## src/amiv_defines.svh

```systemverilog
`ifndef AMIV_DEFINES_SVH
`define AMIV_DEFINES_SVH

// Stored frame in the SRAM.
`define AMIV_SRC_W 16 // Pixels per stored line.
`define AMIV_SRC_H 12 // Lines per stored frame, both fields.

// Input blanking offsets, in pixels and lines.
`define AMIV_IN_H_BLANK 3
`define AMIV_IN_V_BLANK 2

// Output raster, counted in pixel slots and lines.
`define AMIV_OUT_HFP 2
`define AMIV_OUT_HSW 2
`define AMIV_OUT_H_START 6 // After hsync, two slots ahead for the first fetch.
`define AMIV_OUT_H_TOTAL (`AMIV_OUT_H_START + 2 * `AMIV_SRC_W + 2)
`define AMIV_OUT_VBP 1
`define AMIV_OUT_VSW 2
`define AMIV_OUT_V_START 4
`define AMIV_OUT_V_TOTAL (`AMIV_OUT_V_START + `AMIV_SRC_H + 2)

`define AMIV_OUT_DIV 16 // Clocks per output slot, even.
`define AMIV_DETECT_FRAMES 4 // Frame starts per interlace decision.
`define AMIV_ADDR_W 8 // SRAM word address.

`endif
```

## src/amiv_mem_pkg.sv

```systemverilog
package amiv_mem_pkg;

	// SRAM access sequence.
	typedef enum logic [1:0] {
		IDLE, // Waiting for a request.
		ACCESS, // Strobe low.
		SAMPLE, // Strobe high, read word held.
		ACK // Waiting for req to drop.
	} mem_state_e;

	// Access kind being served.
	typedef enum logic {
		OP_READ,
		OP_WRITE
	} mem_op_e;

endpackage

```

## src/amiv_video_pkg.sv

```systemverilog
`include "amiv_defines.svh"

package amiv_video_pkg;

	// Input pixel, red in the top bits.
	typedef struct packed {
		logic [9:0] r;
		logic [9:0] g;
		logic [9:0] b;
	} rgb30_t;

	// Stored SRAM word.
	typedef struct packed {
		logic [4:0] r;
		logic [5:0] g;
		logic [4:0] b;
	} rgb565_t;

	typedef struct packed {
		logic [7:0] r;
		logic [7:0] g;
		logic [7:0] b;
	} rgb888_t;

	typedef logic [`AMIV_ADDR_W-1:0] sram_addr_t; // Word address.

endpackage

```

## src/amiv_mem_if.sv

```systemverilog
interface amiv_mem_if import amiv_video_pkg::*; ();

	logic req; // Four-phase request.
	logic ack; // Four-phase acknowledge.
	sram_addr_t addr;
	rgb565_t data; // Write word or returned read word.

	// Write side, requester owns the data.
	modport wr_requester (
		output req, addr, data,
		input ack
	);
	modport wr_controller (
		input req, addr, data,
		output ack
	);

	// Read side, controller returns the data.
	modport rd_requester (
		output req, addr,
		input ack, data
	);
	modport rd_controller (
		input req, addr,
		output ack, data
	);

endinterface

```

## src/amiv_top.sv

```systemverilog
module amiv_top import amiv_video_pkg::*; (
	input logic in_hs,
	input logic rst_n,
	input logic cap_valid,
	input logic cap_line_start,
	input logic cap_frame_start,
	input logic cap_field,
	input rgb30_t cap_data,
	input rgb565_t sram_rdata,
	output logic out_pclk,
	output logic out_hs,
	output logic out_vs,
	output rgb888_t out_data,
	output sram_addr_t sram_addr,
	output logic sram_we_n,
	output logic sram_oe_n,
	output rgb565_t sram_wdata
);

	logic interlaced; // Detected input mode.

	amiv_mem_if wr_bus (); // Capture to controller.
	amiv_mem_if rd_bus (); // Scan-out to controller.

	amiv_capture i_capture (
		.in_hs (in_hs),
		.rst_n (rst_n),
		.cap_valid (cap_valid),
		.cap_line_start (cap_line_start),
		.cap_frame_start (cap_frame_start),
		.cap_field (cap_field),
		.cap_data (cap_data),
		.interlaced (interlaced),
		.wr (wr_bus.wr_requester)
	);

	amiv_interlace_detect i_interlace_detect (
		.in_hs (in_hs),
		.rst_n (rst_n),
		.cap_frame_start (cap_frame_start),
		.cap_field (cap_field),
		.interlaced (interlaced)
	);

	amiv_scan_out i_scan_out (
		.in_hs (in_hs),
		.rst_n (rst_n),
		.interlaced (interlaced),
		.rd (rd_bus.rd_requester),
		.out_pclk (out_pclk),
		.out_hs (out_hs),
		.out_vs (out_vs),
		.out_data (out_data)
	);

	amiv_mem_ctrl i_mem_ctrl (
		.in_hs (in_hs),
		.rst_n (rst_n),
		.sram_rdata (sram_rdata),
		.wr (wr_bus.wr_controller),
		.rd (rd_bus.rd_controller),
		.sram_addr (sram_addr),
		.sram_we_n (sram_we_n),
		.sram_oe_n (sram_oe_n),
		.sram_wdata (sram_wdata)
	);

endmodule

```

## src/amiv_mem_ctrl.sv

```systemverilog
module amiv_mem_ctrl import amiv_video_pkg::*, amiv_mem_pkg::*; (
	input logic in_hs,
	input logic rst_n,
	input rgb565_t sram_rdata,
	amiv_mem_if.wr_controller wr,
	amiv_mem_if.rd_controller rd,
	output sram_addr_t sram_addr,
	output logic sram_we_n,
	output logic sram_oe_n,
	output rgb565_t sram_wdata
);

	mem_state_e state;
	mem_op_e op; // Requester being served.
	logic rd_go; // Start a read.
	logic wr_go; // Start a write.
	logic op_req; // Req of the served requester.

	// Read first, scan-out cannot wait.
	assign rd_go = state == IDLE && rd.req;
	assign wr_go = state == IDLE && !rd.req && wr.req;
	assign op_req = (op == OP_READ) ? rd.req : wr.req;

	always_ff @(posedge in_hs) begin
		if (!rst_n) begin
			state <= IDLE;
			op <= OP_READ;
			sram_we_n <= 1'b1;
			sram_oe_n <= 1'b1;
			wr.ack <= 1'b0;
			rd.ack <= 1'b0;
		end else begin
			case (state)
				IDLE: begin
					if (rd_go) begin
						op <= OP_READ;
						sram_oe_n <= 1'b0;
						state <= ACCESS;
					end else if (wr_go) begin
						op <= OP_WRITE;
						sram_we_n <= 1'b0;
						state <= ACCESS;
					end
				end
				ACCESS: begin
					sram_we_n <= 1'b1; // One strobe cycle only.
					sram_oe_n <= 1'b1;
					state <= SAMPLE;
				end
				SAMPLE: begin
					if (op == OP_READ) begin
						rd.ack <= 1'b1;
					end else begin
						wr.ack <= 1'b1;
					end
					state <= ACK;
				end
				ACK: begin
					if (!op_req) begin // Requester has let go.
						rd.ack <= 1'b0;
						wr.ack <= 1'b0;
						state <= IDLE;
					end
				end
				default: state <= IDLE;
			endcase
		end
	end

	// Address and write word set up with the strobe.
	always_ff @(posedge in_hs) begin
		if (rd_go) begin
			sram_addr <= rd.addr;
		end else if (wr_go) begin
			sram_addr <= wr.addr;
			sram_wdata <= wr.data;
		end
		if (state == ACCESS && op == OP_READ) begin
			rd.data <= sram_rdata; // Taken while oe_n is low.
		end
	end

endmodule

```

## src/amiv_scan_out.sv

```systemverilog
`include "amiv_defines.svh"

module amiv_scan_out import amiv_video_pkg::*; (
	input logic in_hs,
	input logic rst_n,
	input logic interlaced,
	amiv_mem_if.rd_requester rd,
	output logic out_pclk,
	output logic out_hs,
	output logic out_vs,
	output rgb888_t out_data
);

	typedef logic [$clog2(`AMIV_OUT_DIV)-1:0] slot_t;
	typedef logic [$clog2(`AMIV_OUT_H_TOTAL)-1:0] hcnt_t;
	typedef logic [$clog2(`AMIV_OUT_V_TOTAL)-1:0] vcnt_t;

	slot_t slot; // Clock within slot.
	slot_t slot_n;
	hcnt_t col; // Output column.
	hcnt_t col_n;
	hcnt_t fetch_rel; // Active column fetched two slots ahead.
	vcnt_t line_cnt;
	vcnt_t line_n;
	logic slot_end;
	logic line_end;
	logic frame_end;
	logic line_act; // Current line in active window.
	logic line_act_n;
	logic col_act_n;
	logic fetch_n; // Issue a read as the next slot starts.
	logic ilace; // Mode of this output frame.
	logic second_pass; // Stored line shown again.
	sram_addr_t rd_cnt; // Next word to read.
	rgb565_t fetch_buf; // Word for the next column pair.

	// Zero-filled low bits.
	function automatic rgb888_t expand(rgb565_t p);
		return '{r: {p.r, 3'b000}, g: {p.g, 2'b00}, b: {p.b, 3'b000}};
	endfunction

	assign slot_end = slot == `AMIV_OUT_DIV - 1;
	assign line_end = slot_end && col == `AMIV_OUT_H_TOTAL - 1;
	assign frame_end = line_end && line_cnt == `AMIV_OUT_V_TOTAL - 1;

	assign slot_n = slot_end ? '0 : slot + 1'b1;
	assign col_n = line_end ? '0 : (slot_end ? col + 1'b1 : col);
	assign line_n = frame_end ? '0 : (line_end ? line_cnt + 1'b1 : line_cnt);

	assign line_act = (line_cnt >= `AMIV_OUT_V_START) &&
		(line_cnt < `AMIV_OUT_V_START + `AMIV_SRC_H);
	assign line_act_n = (line_n >= `AMIV_OUT_V_START) &&
		(line_n < `AMIV_OUT_V_START + `AMIV_SRC_H);
	assign col_act_n = (col_n >= `AMIV_OUT_H_START) &&
		(col_n < `AMIV_OUT_H_START + 2 * `AMIV_SRC_W);

	// Same parity as the displayed column, so bit 0 marks odd columns too.
	assign fetch_rel = hcnt_t'(col_n + 2 - `AMIV_OUT_H_START);
	assign fetch_n = slot_end && line_act_n && !fetch_rel[0] &&
		(col_n + 2 >= `AMIV_OUT_H_START) && (fetch_rel < 2 * `AMIV_SRC_W);

	always_ff @(posedge in_hs) begin
		if (!rst_n) begin
			slot <= '0;
			col <= '0;
			line_cnt <= '0;
			out_pclk <= 1'b0;
			out_hs <= 1'b0;
			out_vs <= 1'b0;
			out_data <= '0;
			ilace <= 1'b0;
			second_pass <= 1'b0;
			rd_cnt <= '0;
			rd.req <= 1'b0;
		end else begin
			slot <= slot_n;
			col <= col_n;
			line_cnt <= line_n;
			out_pclk <= slot_n < `AMIV_OUT_DIV / 2; // High in first half.
			if (slot_end) begin // Outputs move at slot start.
				out_hs <= (col_n >= `AMIV_OUT_HFP) &&
					(col_n < `AMIV_OUT_HFP + `AMIV_OUT_HSW);
				out_vs <= (line_n >= `AMIV_OUT_VBP) &&
					(line_n < `AMIV_OUT_VBP + `AMIV_OUT_VSW);
				if (!(line_act_n && col_act_n)) begin
					out_data <= '0; // Black border.
				end else if (!fetch_rel[0]) begin
					out_data <= expand(fetch_buf); // Odd column repeats it.
				end
			end
			if (frame_end) begin
				ilace <= interlaced; // Mode fixed for the whole frame.
				second_pass <= 1'b0;
				rd_cnt <= '0;
			end else if (line_end && line_act && !ilace) begin
				second_pass <= !second_pass;
				if (!second_pass) begin
					rd_cnt <= rd_cnt - sram_addr_t'(`AMIV_SRC_W); // Same row again.
				end
			end else if (fetch_n) begin
				rd_cnt <= rd_cnt + 1'b1;
			end
			if (fetch_n) begin
				rd.req <= 1'b1;
			end else if (rd.ack) begin
				rd.req <= 1'b0;
			end
		end
	end

	always_ff @(posedge in_hs) begin
		if (fetch_n) begin
			rd.addr <= rd_cnt;
		end
		if (rd.req && rd.ack) begin
			fetch_buf <= rd.data; // Valid while ack is high.
		end
	end

endmodule

```

## src/amiv_interlace_detect.sv

```systemverilog
`include "amiv_defines.svh"

module amiv_interlace_detect (
	input logic in_hs,
	input logic rst_n,
	input logic cap_frame_start,
	input logic cap_field,
	output logic interlaced
);

	logic [$clog2(`AMIV_DETECT_FRAMES)-1:0] frame_cnt; // Frame starts in window.
	logic seen; // Field low at some frame start.
	logic seen_now;
	logic window_end;

	assign seen_now = seen || !cap_field; // Includes this frame start.
	assign window_end = frame_cnt == `AMIV_DETECT_FRAMES - 1;

	always_ff @(posedge in_hs) begin
		if (!rst_n) begin
			frame_cnt <= '0;
			seen <= 1'b0;
			interlaced <= 1'b0; // Progressive until shown otherwise.
		end else if (cap_frame_start) begin
			if (window_end) begin
				interlaced <= seen_now; // Decision for next window.
				seen <= 1'b0;
				frame_cnt <= '0;
			end else begin
				seen <= seen_now;
				frame_cnt <= frame_cnt + 1'b1;
			end
		end
	end

endmodule

```

## src/amiv_capture.sv

```systemverilog
`include "amiv_defines.svh"

module amiv_capture import amiv_video_pkg::*; (
	input logic in_hs,
	input logic rst_n,
	input logic cap_valid,
	input logic cap_line_start,
	input logic cap_frame_start,
	input logic cap_field,
	input rgb30_t cap_data,
	input logic interlaced,
	amiv_mem_if.wr_requester wr
);

	typedef logic [7:0] cnt_t; // Input counters, saturating.

	cnt_t pix_cnt; // Valid pixels since line start.
	cnt_t line_cnt; // Line starts since frame start.
	cnt_t pix_now;
	cnt_t line_now;
	cnt_t col;
	cnt_t wline;
	logic in_window;
	logic take;
	sram_addr_t row;
	sram_addr_t addr_next;
	rgb565_t data_next;

	// Counter values seen by a pixel in this cycle.
	// A strobe in the same cycle as cap_valid applies to that pixel.
	always_comb begin
		pix_now = cap_line_start ? '0 : pix_cnt;
		if (cap_frame_start) begin
			line_now = '0; // Frame start wins over a line start.
		end else if (cap_line_start && line_cnt != '1) begin
			line_now = line_cnt + 1'b1;
		end else begin
			line_now = line_cnt;
		end
	end

	assign in_window = (pix_now >= `AMIV_IN_H_BLANK) &&
		(pix_now < `AMIV_IN_H_BLANK + `AMIV_SRC_W) &&
		(line_now >= `AMIV_IN_V_BLANK) &&
		(line_now < `AMIV_IN_V_BLANK + `AMIV_SRC_H / 2);
	assign take = cap_valid && in_window;

	assign col = pix_now - cnt_t'(`AMIV_IN_H_BLANK); // Column in window.
	assign wline = line_now - cnt_t'(`AMIV_IN_V_BLANK);

	// Interlaced fields go to alternate rows, field high is the odd row.
	assign row = interlaced ? sram_addr_t'({wline, cap_field}) : sram_addr_t'(wline);
	assign addr_next = sram_addr_t'(row * `AMIV_SRC_W + col);

	// Top bits of each channel.
	assign data_next = '{r: cap_data.r[9:5], g: cap_data.g[9:4], b: cap_data.b[9:5]};

	always_ff @(posedge in_hs) begin
		if (!rst_n) begin
			pix_cnt <= '0;
			line_cnt <= '0;
			wr.req <= 1'b0;
		end else begin
			if (cap_valid && pix_now != '1) begin
				pix_cnt <= pix_now + 1'b1;
			end else begin
				pix_cnt <= pix_now;
			end
			line_cnt <= line_now;
			if (take) begin
				wr.req <= 1'b1; // Spacing keeps ack low here.
			end else if (wr.ack) begin
				wr.req <= 1'b0; // Phase two done.
			end
		end
	end

	// Held stable while req is high.
	always_ff @(posedge in_hs) begin
		if (take) begin
			wr.addr <= addr_next;
			wr.data <= data_next;
		end
	end

endmodule

```

## config.mk

```make
export PLATFORM = sky130hd
export DESIGN_NAME = amiv_top
export DESIGN_NICKNAME = d
export VERILOG_FILES = /design/src/amiv_mem_pkg.sv /design/src/amiv_video_pkg.sv /design/src/amiv_mem_if.sv /design/src/amiv_top.sv /design/src/amiv_mem_ctrl.sv /design/src/amiv_scan_out.sv /design/src/amiv_interlace_detect.sv /design/src/amiv_capture.sv
export VERILOG_INCLUDE_DIRS = /design/src
export SDC_FILE = /design/constraint.sdc
export NUM_CORES = 1
export LEC_CHECK = 0
export BUFFER_PORTS_ARGS = -buffer_cell sky130_fd_sc_hd__buf_2
export CORE_MARGIN = 1
export CORE_UTILIZATION = 25
export CTS_BUF_LIST = sky130_fd_sc_hd__clkbuf_4 sky130_fd_sc_hd__clkbuf_8
export CTS_CLUSTER_DIAMETER = 150
export DETAILED_ROUTE_END_ITERATION = 12
export MAX_ROUTING_LAYER = met4
export PLACE_DENSITY_LB_ADDON = 0.1
export REMOVE_ABC_BUFFERS = 1
export SLEW_MARGIN = 20
export SYNTH_ARGS = -nofsm -noshare
export SYNTH_HDL_FRONTEND = slang
export SYNTH_HIERARCHICAL = 1
export SYNTH_SLANG_ARGS = --single-unit
```

## constraint.sdc

```tcl
create_clock -name in_hs -period 5.5 [get_ports in_hs]
set_input_delay 0.55 -clock in_hs [delete_from_list [all_inputs] [get_ports in_hs]]
set_output_delay 0.55 -clock in_hs [all_outputs]
set_load 0.005 [all_outputs]
```

======== Word-level counts from Yosys, hierarchy flattened ========
Index checks and enable logic that the tools add are counted.
word-level totals
  register bits after elaboration ......... 169
  output and inout bits ................... 53
operators by class
  add/subtract/negate cells ............... 13
  order comparisons ....................... 17
  equality and inequality tests ........... 18
  mux-type cells .......................... 40
  bitwise operators ....................... 3
  reductions and logical operators ........ 49
operators with widths
  kind                 count
  $mux 8               9
  $mux 24              2
  $logic_and 1x1->1    25
  $add 8x1->8 const B  3
  $ge 8x2->1 const B   2
  $ne 8x8->1 const B   2
  $mux 1               14
  $reduce_and 2->1     7
  $lt 6x6->1 const B   2
  $mux 6               2
  $reduce_bool 2->1    6
  $ge 5x3->1 const B   2
  $lt 5x5->1 const B   2
  $mux 5               2
  $ne 2x2->1 const B   5
  $reduce_and 3->1     3
  $add 8x8->8          1
  $lt 8x4->1 const B   1
  $lt 8x5->1 const B   1
  $mux 2               4
  $mux 4               2
  $pmux 1 s2           4
  $pmux 2 s4           1
  $sub 8x2->8 const B  1
  27 further kinds     37

======== Longest topological paths before layout ========
  depth in word-level cells ............... 12
  mapped depth ............................ 17
  mapped depth without buffers ............ 16

======== Modules after synthesis ========
The synthesis kept the hierarchy.
modules (own cells, without submodules)
  module                 instances  cells each  area an instance (um^2)  sequential area each (um^2)
  amiv_scan_out          1          299         3184.3                   1621.6
  amiv_capture           1          179         2055.7                   1061.0
  amiv_mem_ctrl          1          95          1711.6                   1341.3
  amiv_interlace_detect  1          17          172.7                    80.1

======== Least setup slack after synthesis ========
Ideal clock, no wire load.
  path kind ............................... input to register
  start point ............................. input cap_line_start
  end point ............................... register i_capture.wr.addr[0], enable pin
  library setup time ...................... 0.405 ns
  arrival time ............................ 3.049 ns
  required time ........................... 5.095 ns
  setup slack ............................. 2.046 ns
  stages on the path ...................... 9
  buffers on the path ..................... 1
  cells stage by stage .................... buf_6 nor2b_1 inv_1 ha_1 nor2b_1 o41ai_1 nand4b_1 or4_4 a211oi_2
between the ends
  word-level cells in the longest chain between the ends .. 7
  elaborated cells on any way between the ends .. 12
  those cells by class .................... 4 x order compare; 3 x mux; 5 x reduce/logical
ends and longest elaborated chain
  item                         line                RTL
  start, declared              amiv_top.sv:5       input logic cap_line_start,
  $logic_and 1x1->1            amiv_capture.sv:35  end else if (cap_line_start && line_cnt != '1) begin
  $mux 8                       amiv_capture.sv:35
  $mux 8                       amiv_capture.sv:33  if (cap_frame_start) begin
  $ge 8x2->1 (no source line)  --
  $logic_and 1x1->1            amiv_capture.sv:42  assign in_window = (pix_now >= `AMIV_IN_H_BLANK) &&
  $logic_and 1x1->1 (*)        amiv_capture.sv:42
  $logic_and 1x1->1 (*)        amiv_capture.sv:46  assign take = cap_valid && in_window;
  via i_capture.take           amiv_capture.sv:24  logic take;
  end signal, assigned         amiv_capture.sv:81  wr.addr <= addr_next;
  end, declared                amiv_mem_if.sv:10   output req, addr, data,
The timed path passes the listed nets; every way through them passes the cells marked *.
A chain may end at the register's enable or synchronous reset.

======== Worst setup path after layout ========
  start point ............................. register i_capture.line_cnt[4]
  end point ............................... register i_capture.wr.addr[7], data pin
between the ends
  word-level cells in the longest chain between the ends .. 7
ends and longest elaborated chain
  item                        line                RTL
  start, declared             amiv_capture.sv:18  cnt_t line_cnt;
  start signal, assigned      amiv_capture.sv:69  line_cnt <= line_now;
  $ne 8x8->1                  amiv_capture.sv:35
  $logic_and 1x1->1           amiv_capture.sv:35
  $mux 8                      amiv_capture.sv:35
  $mux 8                      amiv_capture.sv:33
  $sub 4x2->4                 amiv_capture.sv:49  assign wline = line_now - cnt_t'(`AMIV_IN_V_BLANK);
  $mux 4                      amiv_capture.sv:52  assign row = interlaced ? sram_addr_t'({wline, cap_field}) : sram_addr_t'(wline);
  $add 8x8->8                 amiv_capture.sv:53  assign addr_next = sram_addr_t'(row * `AMIV_SRC_W + col);
  via i_capture.addr_next[7]  amiv_capture.sv:26  sram_addr_t addr_next;
The timed path passes the listed nets, and every way through them passes these cells.

==> flow_summary.toml <==
[power]
power.switching_uw = 579
p_int_mw = 1.73
p_leak_nw = 2.97
max-vdd-ir-drop_v = 0.000138
p_clk_share_pct = 37.4
swShare_pct = 25.1
p_comb_share_pct = 5.3
p_per_area_nw_per_um2 = 280
seqPwrFrac_pct = 57.3

[global_routing]
use_met1_pct = 13.8
busiest_layer = "met2"
grt_max_degree = 45
overflow = 0
grt_pass1_wl_mm = 24.4
gr-usage-met2_pct = 17.7
antenna_found_initial = 0
track_usage_pct = 11.2
grt_pass1_vias = 4698
globalRouteMet3Util_pct = 2.96

[logic_synthesis]
synth_warnings = 6
synth.distinct_cells = 82
syn_area_um2 = 7120
ys_ff_latch = 161
netlist_instances = 590
synthArstFlopShare_pct = 0
syn_avg_cell_area_um2 = 12.1
synth_flop_cell = "edfxtp_1"
yosysSeqAreaShare_pct = 57.6
synth-edff-count = 88

[flow_run]
cap_violations = 0

[die]
die_w_um = 171
io_pins = 105
fp.dieH_um = 171
rows = 61
core-area_um2 = 27900
initial_core_util_pct = 25.5
die_area_um2 = 29200

[sta]
tns_ns = 0
worst_pin_slew_ns = 0.839
finalCritPeriodShare_pct = 69.7
finalSetupViolations = 0
period_minus_slack_ns = 3.84
hold_viol = 0
fmax_ghz = 0.261
hold_ws_ns = 0.264
max_slew_margin_pct = 44.1
rsz0062_at_grt = "false"
clock_skew_ns = 0.0167
drv_slew = 0

[clocking]
htreeDepth = 4
clock_latency_ns = 0.46
cts_buffer_depth = 2
clock-sinks = 161
tritoncts = "done"
ctsHoldBuffers = 0
cts_root_buf = "clkbuf_8"
postCtsSetupBuffers = 0
clk_pin_slew_ns = 0.10
cts_resized = 0
cts_inserted_buffers = 17

[final_layout]
area_growth_pct = 15.8
fin_nets = 747
drive_above_1_share_pct = 23.3
antenna_cells = 0

[setup_path]
crit_chain = "and4_4 > nand2_1 > o21ai_1 > mux2i_1 > nor2_1 > inv_1 > ha_1 > mux2_2 > ha_1 > inv_1 > ha_1 > and2_1 > o21ai_0 > o31ai_1 > a311oi_1 > xnor2_1"
critPathKind = "flop to flop"
r2r-start = "i_capture/line_cnt[4]"
crit_start = "i_capture/line_cnt[4]"
worst_setup_path_start_kind = "flop"
critPathSlowestCell = "dfxtp_1"
worst_path_most_repeated_cell = "ha_1"
cpPeakStageDelay_ns = 0.50
crit_path_end_kind = "flop"
worst-path-max-fanout = 9
arrival_ns = 4.05
cp.required_ns = 5.71

[detailed_routing]
route.detailed.drc = 0
first_iter_violations = 277
firstDrtPassIters = 4
post_drt_wl_per_cell_um = 14.2
vias = 4695
routed_via_density = 4.43
drt_wl_total_mm = 15.0
ant_nets = 0

[place]
dp_hpwl_mm = 10.4
numPortBuffers = 82
place_congestion = 0.785

[worst_hold_path]
hold_class = "primary input to flop"
hp-start = "sram_rdata[5]"

[outcome]
status = "finished clean"
==> cell usage in the layout (no fill, tap or decap), types with 5 or more instances in the layout <==
| cell type | instances |
|---|---|
| inv_1 | 26 |
| and3_1 | 9 |
| nand3_1 | 19 |
| nand2_1 | 33 |
| o21a_1 | 5 |
| a21oi_1 | 21 |
| inv_6 | 5 |
| nand4_1 | 6 |
| a31oi_1 | 6 |
| nand2b_1 | 13 |
| nor3_1 | 14 |
| conb_1 | 8 |
| buf_2 | 82 |
| and2_1 | 14 |
| clkbuf_8 | 17 |
| a32o_1 | 14 |
| dfxtp_1 | 73 |
| edfxtp_1 | 88 |
| nor2_1 | 37 |
| o21ai_0 | 14 |
| xnor2_1 | 18 |
| ha_1 | 27 |
| mux2i_1 | 8 |
| o21ai_1 | 5 |
| xor2_1 | 8 |
| nor2b_1 | 7 |
| mux2_2 | 8 |
==> logic make-up after synthesis <==
logic type	after synthesis	synth area share [%]
other cells	1	0.0526
fa+ha+maj	27	4.74
mux	18	2.76
simple gates	188	14.6
flops	161	57.6
xor+xnor	27	3.42
compound gates	109	12.6
buf+inv	59	4.23
==> worst max-delay path, delay by kind of cell (launching register included) <==
kind            cells  cell delay [ns]
fa+ha+maj           3             0.84
compound gates      4             0.74
mux                 2             0.63
simple gates        4             0.62
flops               1             0.50
buf+inv             2             0.13
xor+xnor            1             0.13
==> power by group through the flow <==
stage          clock network, mW  logic (mW)  registers, mW
6_report                   0.863       0.122           1.32
5_1_grt                    0.959       0.139           1.33
4_1_cts                    0.912       0.125           1.32
3_5_place_dp                   0       0.124           1.35
3_3_place_gp                   0       0.122           1.35
2_1_floorplan                  0      0.0768           1.35
==> state kept, by name (all words and copies together) (netlist names), 2 cells and up <==
signal                        cells
i_capture/wr.data                16
i_mem_ctrl/rd.data               16
i_mem_ctrl/sram_wdata            16
i_scan_out/fetch_buf             16
i_scan_out/out_data              16
i_capture/line_cnt                8
i_capture/pix_cnt                 8
i_capture/wr.addr                 8
i_mem_ctrl/sram_addr              8
i_scan_out/rd.addr                8
i_scan_out/rd_cnt                 8
i_scan_out/col                    6
i_scan_out/line_cnt               5
i_scan_out/slot                   4
i_interlace_detect/frame_cnt      2
i_mem_ctrl/state                  2
==> layout make-up <==
class                      count  area [µm²]
clock buffer                  17         234
tap                          378         473
timing repair buffer          85         433
fill                        2911       19700
inverter                      26        97.6
multi-input combinational    377        2750
clock inverter                15         153
sequential                   161        4100
==> per-stage QoR <==
stage | power (mW) | setup WS, ns | cells | cell area [µm²] | utilization (%)
after floorplan | 1.42 | 2.09 | 564 | 6950 | -
after detailed placement | 1.48 | 1.70 | 1026 | 7850 | 28.1
after global routing | 2.43 | 1.42 | 1059 | 8250 | 29.5
after CTS | 2.36 | 1.67 | 1058 | 8240 | 29.5
final | 2.31 | 1.66 | 1059 | 8250 | 29.5
after global placement | 1.47 | 1.74 | 1026 | 7850 | 28.1
==> cells in the mapped netlist, types with 3 or more instances <==
| cell | instances | area share, % |
|---|---|---|
| edfxtp_1 | 88 | 37 |
| dfxtp_1 | 73 | 21 |
| nor2_1 | 37 | 1.9 |
| nand2_1 | 33 | 1.7 |
| ha_1 | 27 | 4.7 |
| inv_1 | 26 | 1.4 |
| a21oi_1 | 21 | 1.5 |
| nand3_1 | 19 | 1.3 |
| xnor2_1 | 18 | 2.2 |
| a32o_1 | 14 | 2.0 |
| and2_1 | 14 | 1.2 |
| nor3_1 | 14 | 0.98 |
| o21ai_0 | 14 | 0.98 |
| nand2b_1 | 13 | 1.1 |
| buf_2 | 10 | 0.70 |
| and3_1 | 9 | 0.79 |
| clkbuf_1 | 9 | 0.47 |
| buf_4 | 8 | 0.84 |
| mux2_2 | 8 | 1.3 |
| mux2i_1 | 8 | 1.1 |
| xor2_1 | 8 | 0.98 |
| nor2b_1 | 7 | 0.61 |
| a31oi_1 | 6 | 0.53 |
| nand4_1 | 6 | 0.53 |
| a211oi_2 | 5 | 0.88 |
| buf_6 | 5 | 0.79 |
| o21a_1 | 5 | 0.53 |
| o21ai_1 | 5 | 0.35 |
| a211oi_1 | 4 | 0.42 |
| and4_1 | 4 | 0.49 |
| nor4_1 | 4 | 0.35 |
| o41ai_1 | 3 | 0.37 |
| or2_2 | 3 | 0.26 |
==> metal layers <==
layer | vias up | routed length [µm]
met3 | 15 | 639
li1 | 2306 | -
met2 | 91 | 6910
met1 | 2283 | 7230
met4 | 0 | 211
met5 | - | 0
==> path summary, 6_finish.rpt <==
kind / endpoint / slack (ns) / depth (start not counted)
hold reg to reg: i_scan_out/fetch_buf[15] / 0.42 / 0
setup / recovery: i_capture/wr.addr[7] / 1.66 / 16
setup reg to reg: i_capture/wr.addr[7] / 1.66 / 16
hold / removal: i_mem_ctrl/rd.data[5] / 0.26 / 1
Note: power is estimated with default switching activity, not from simulation.
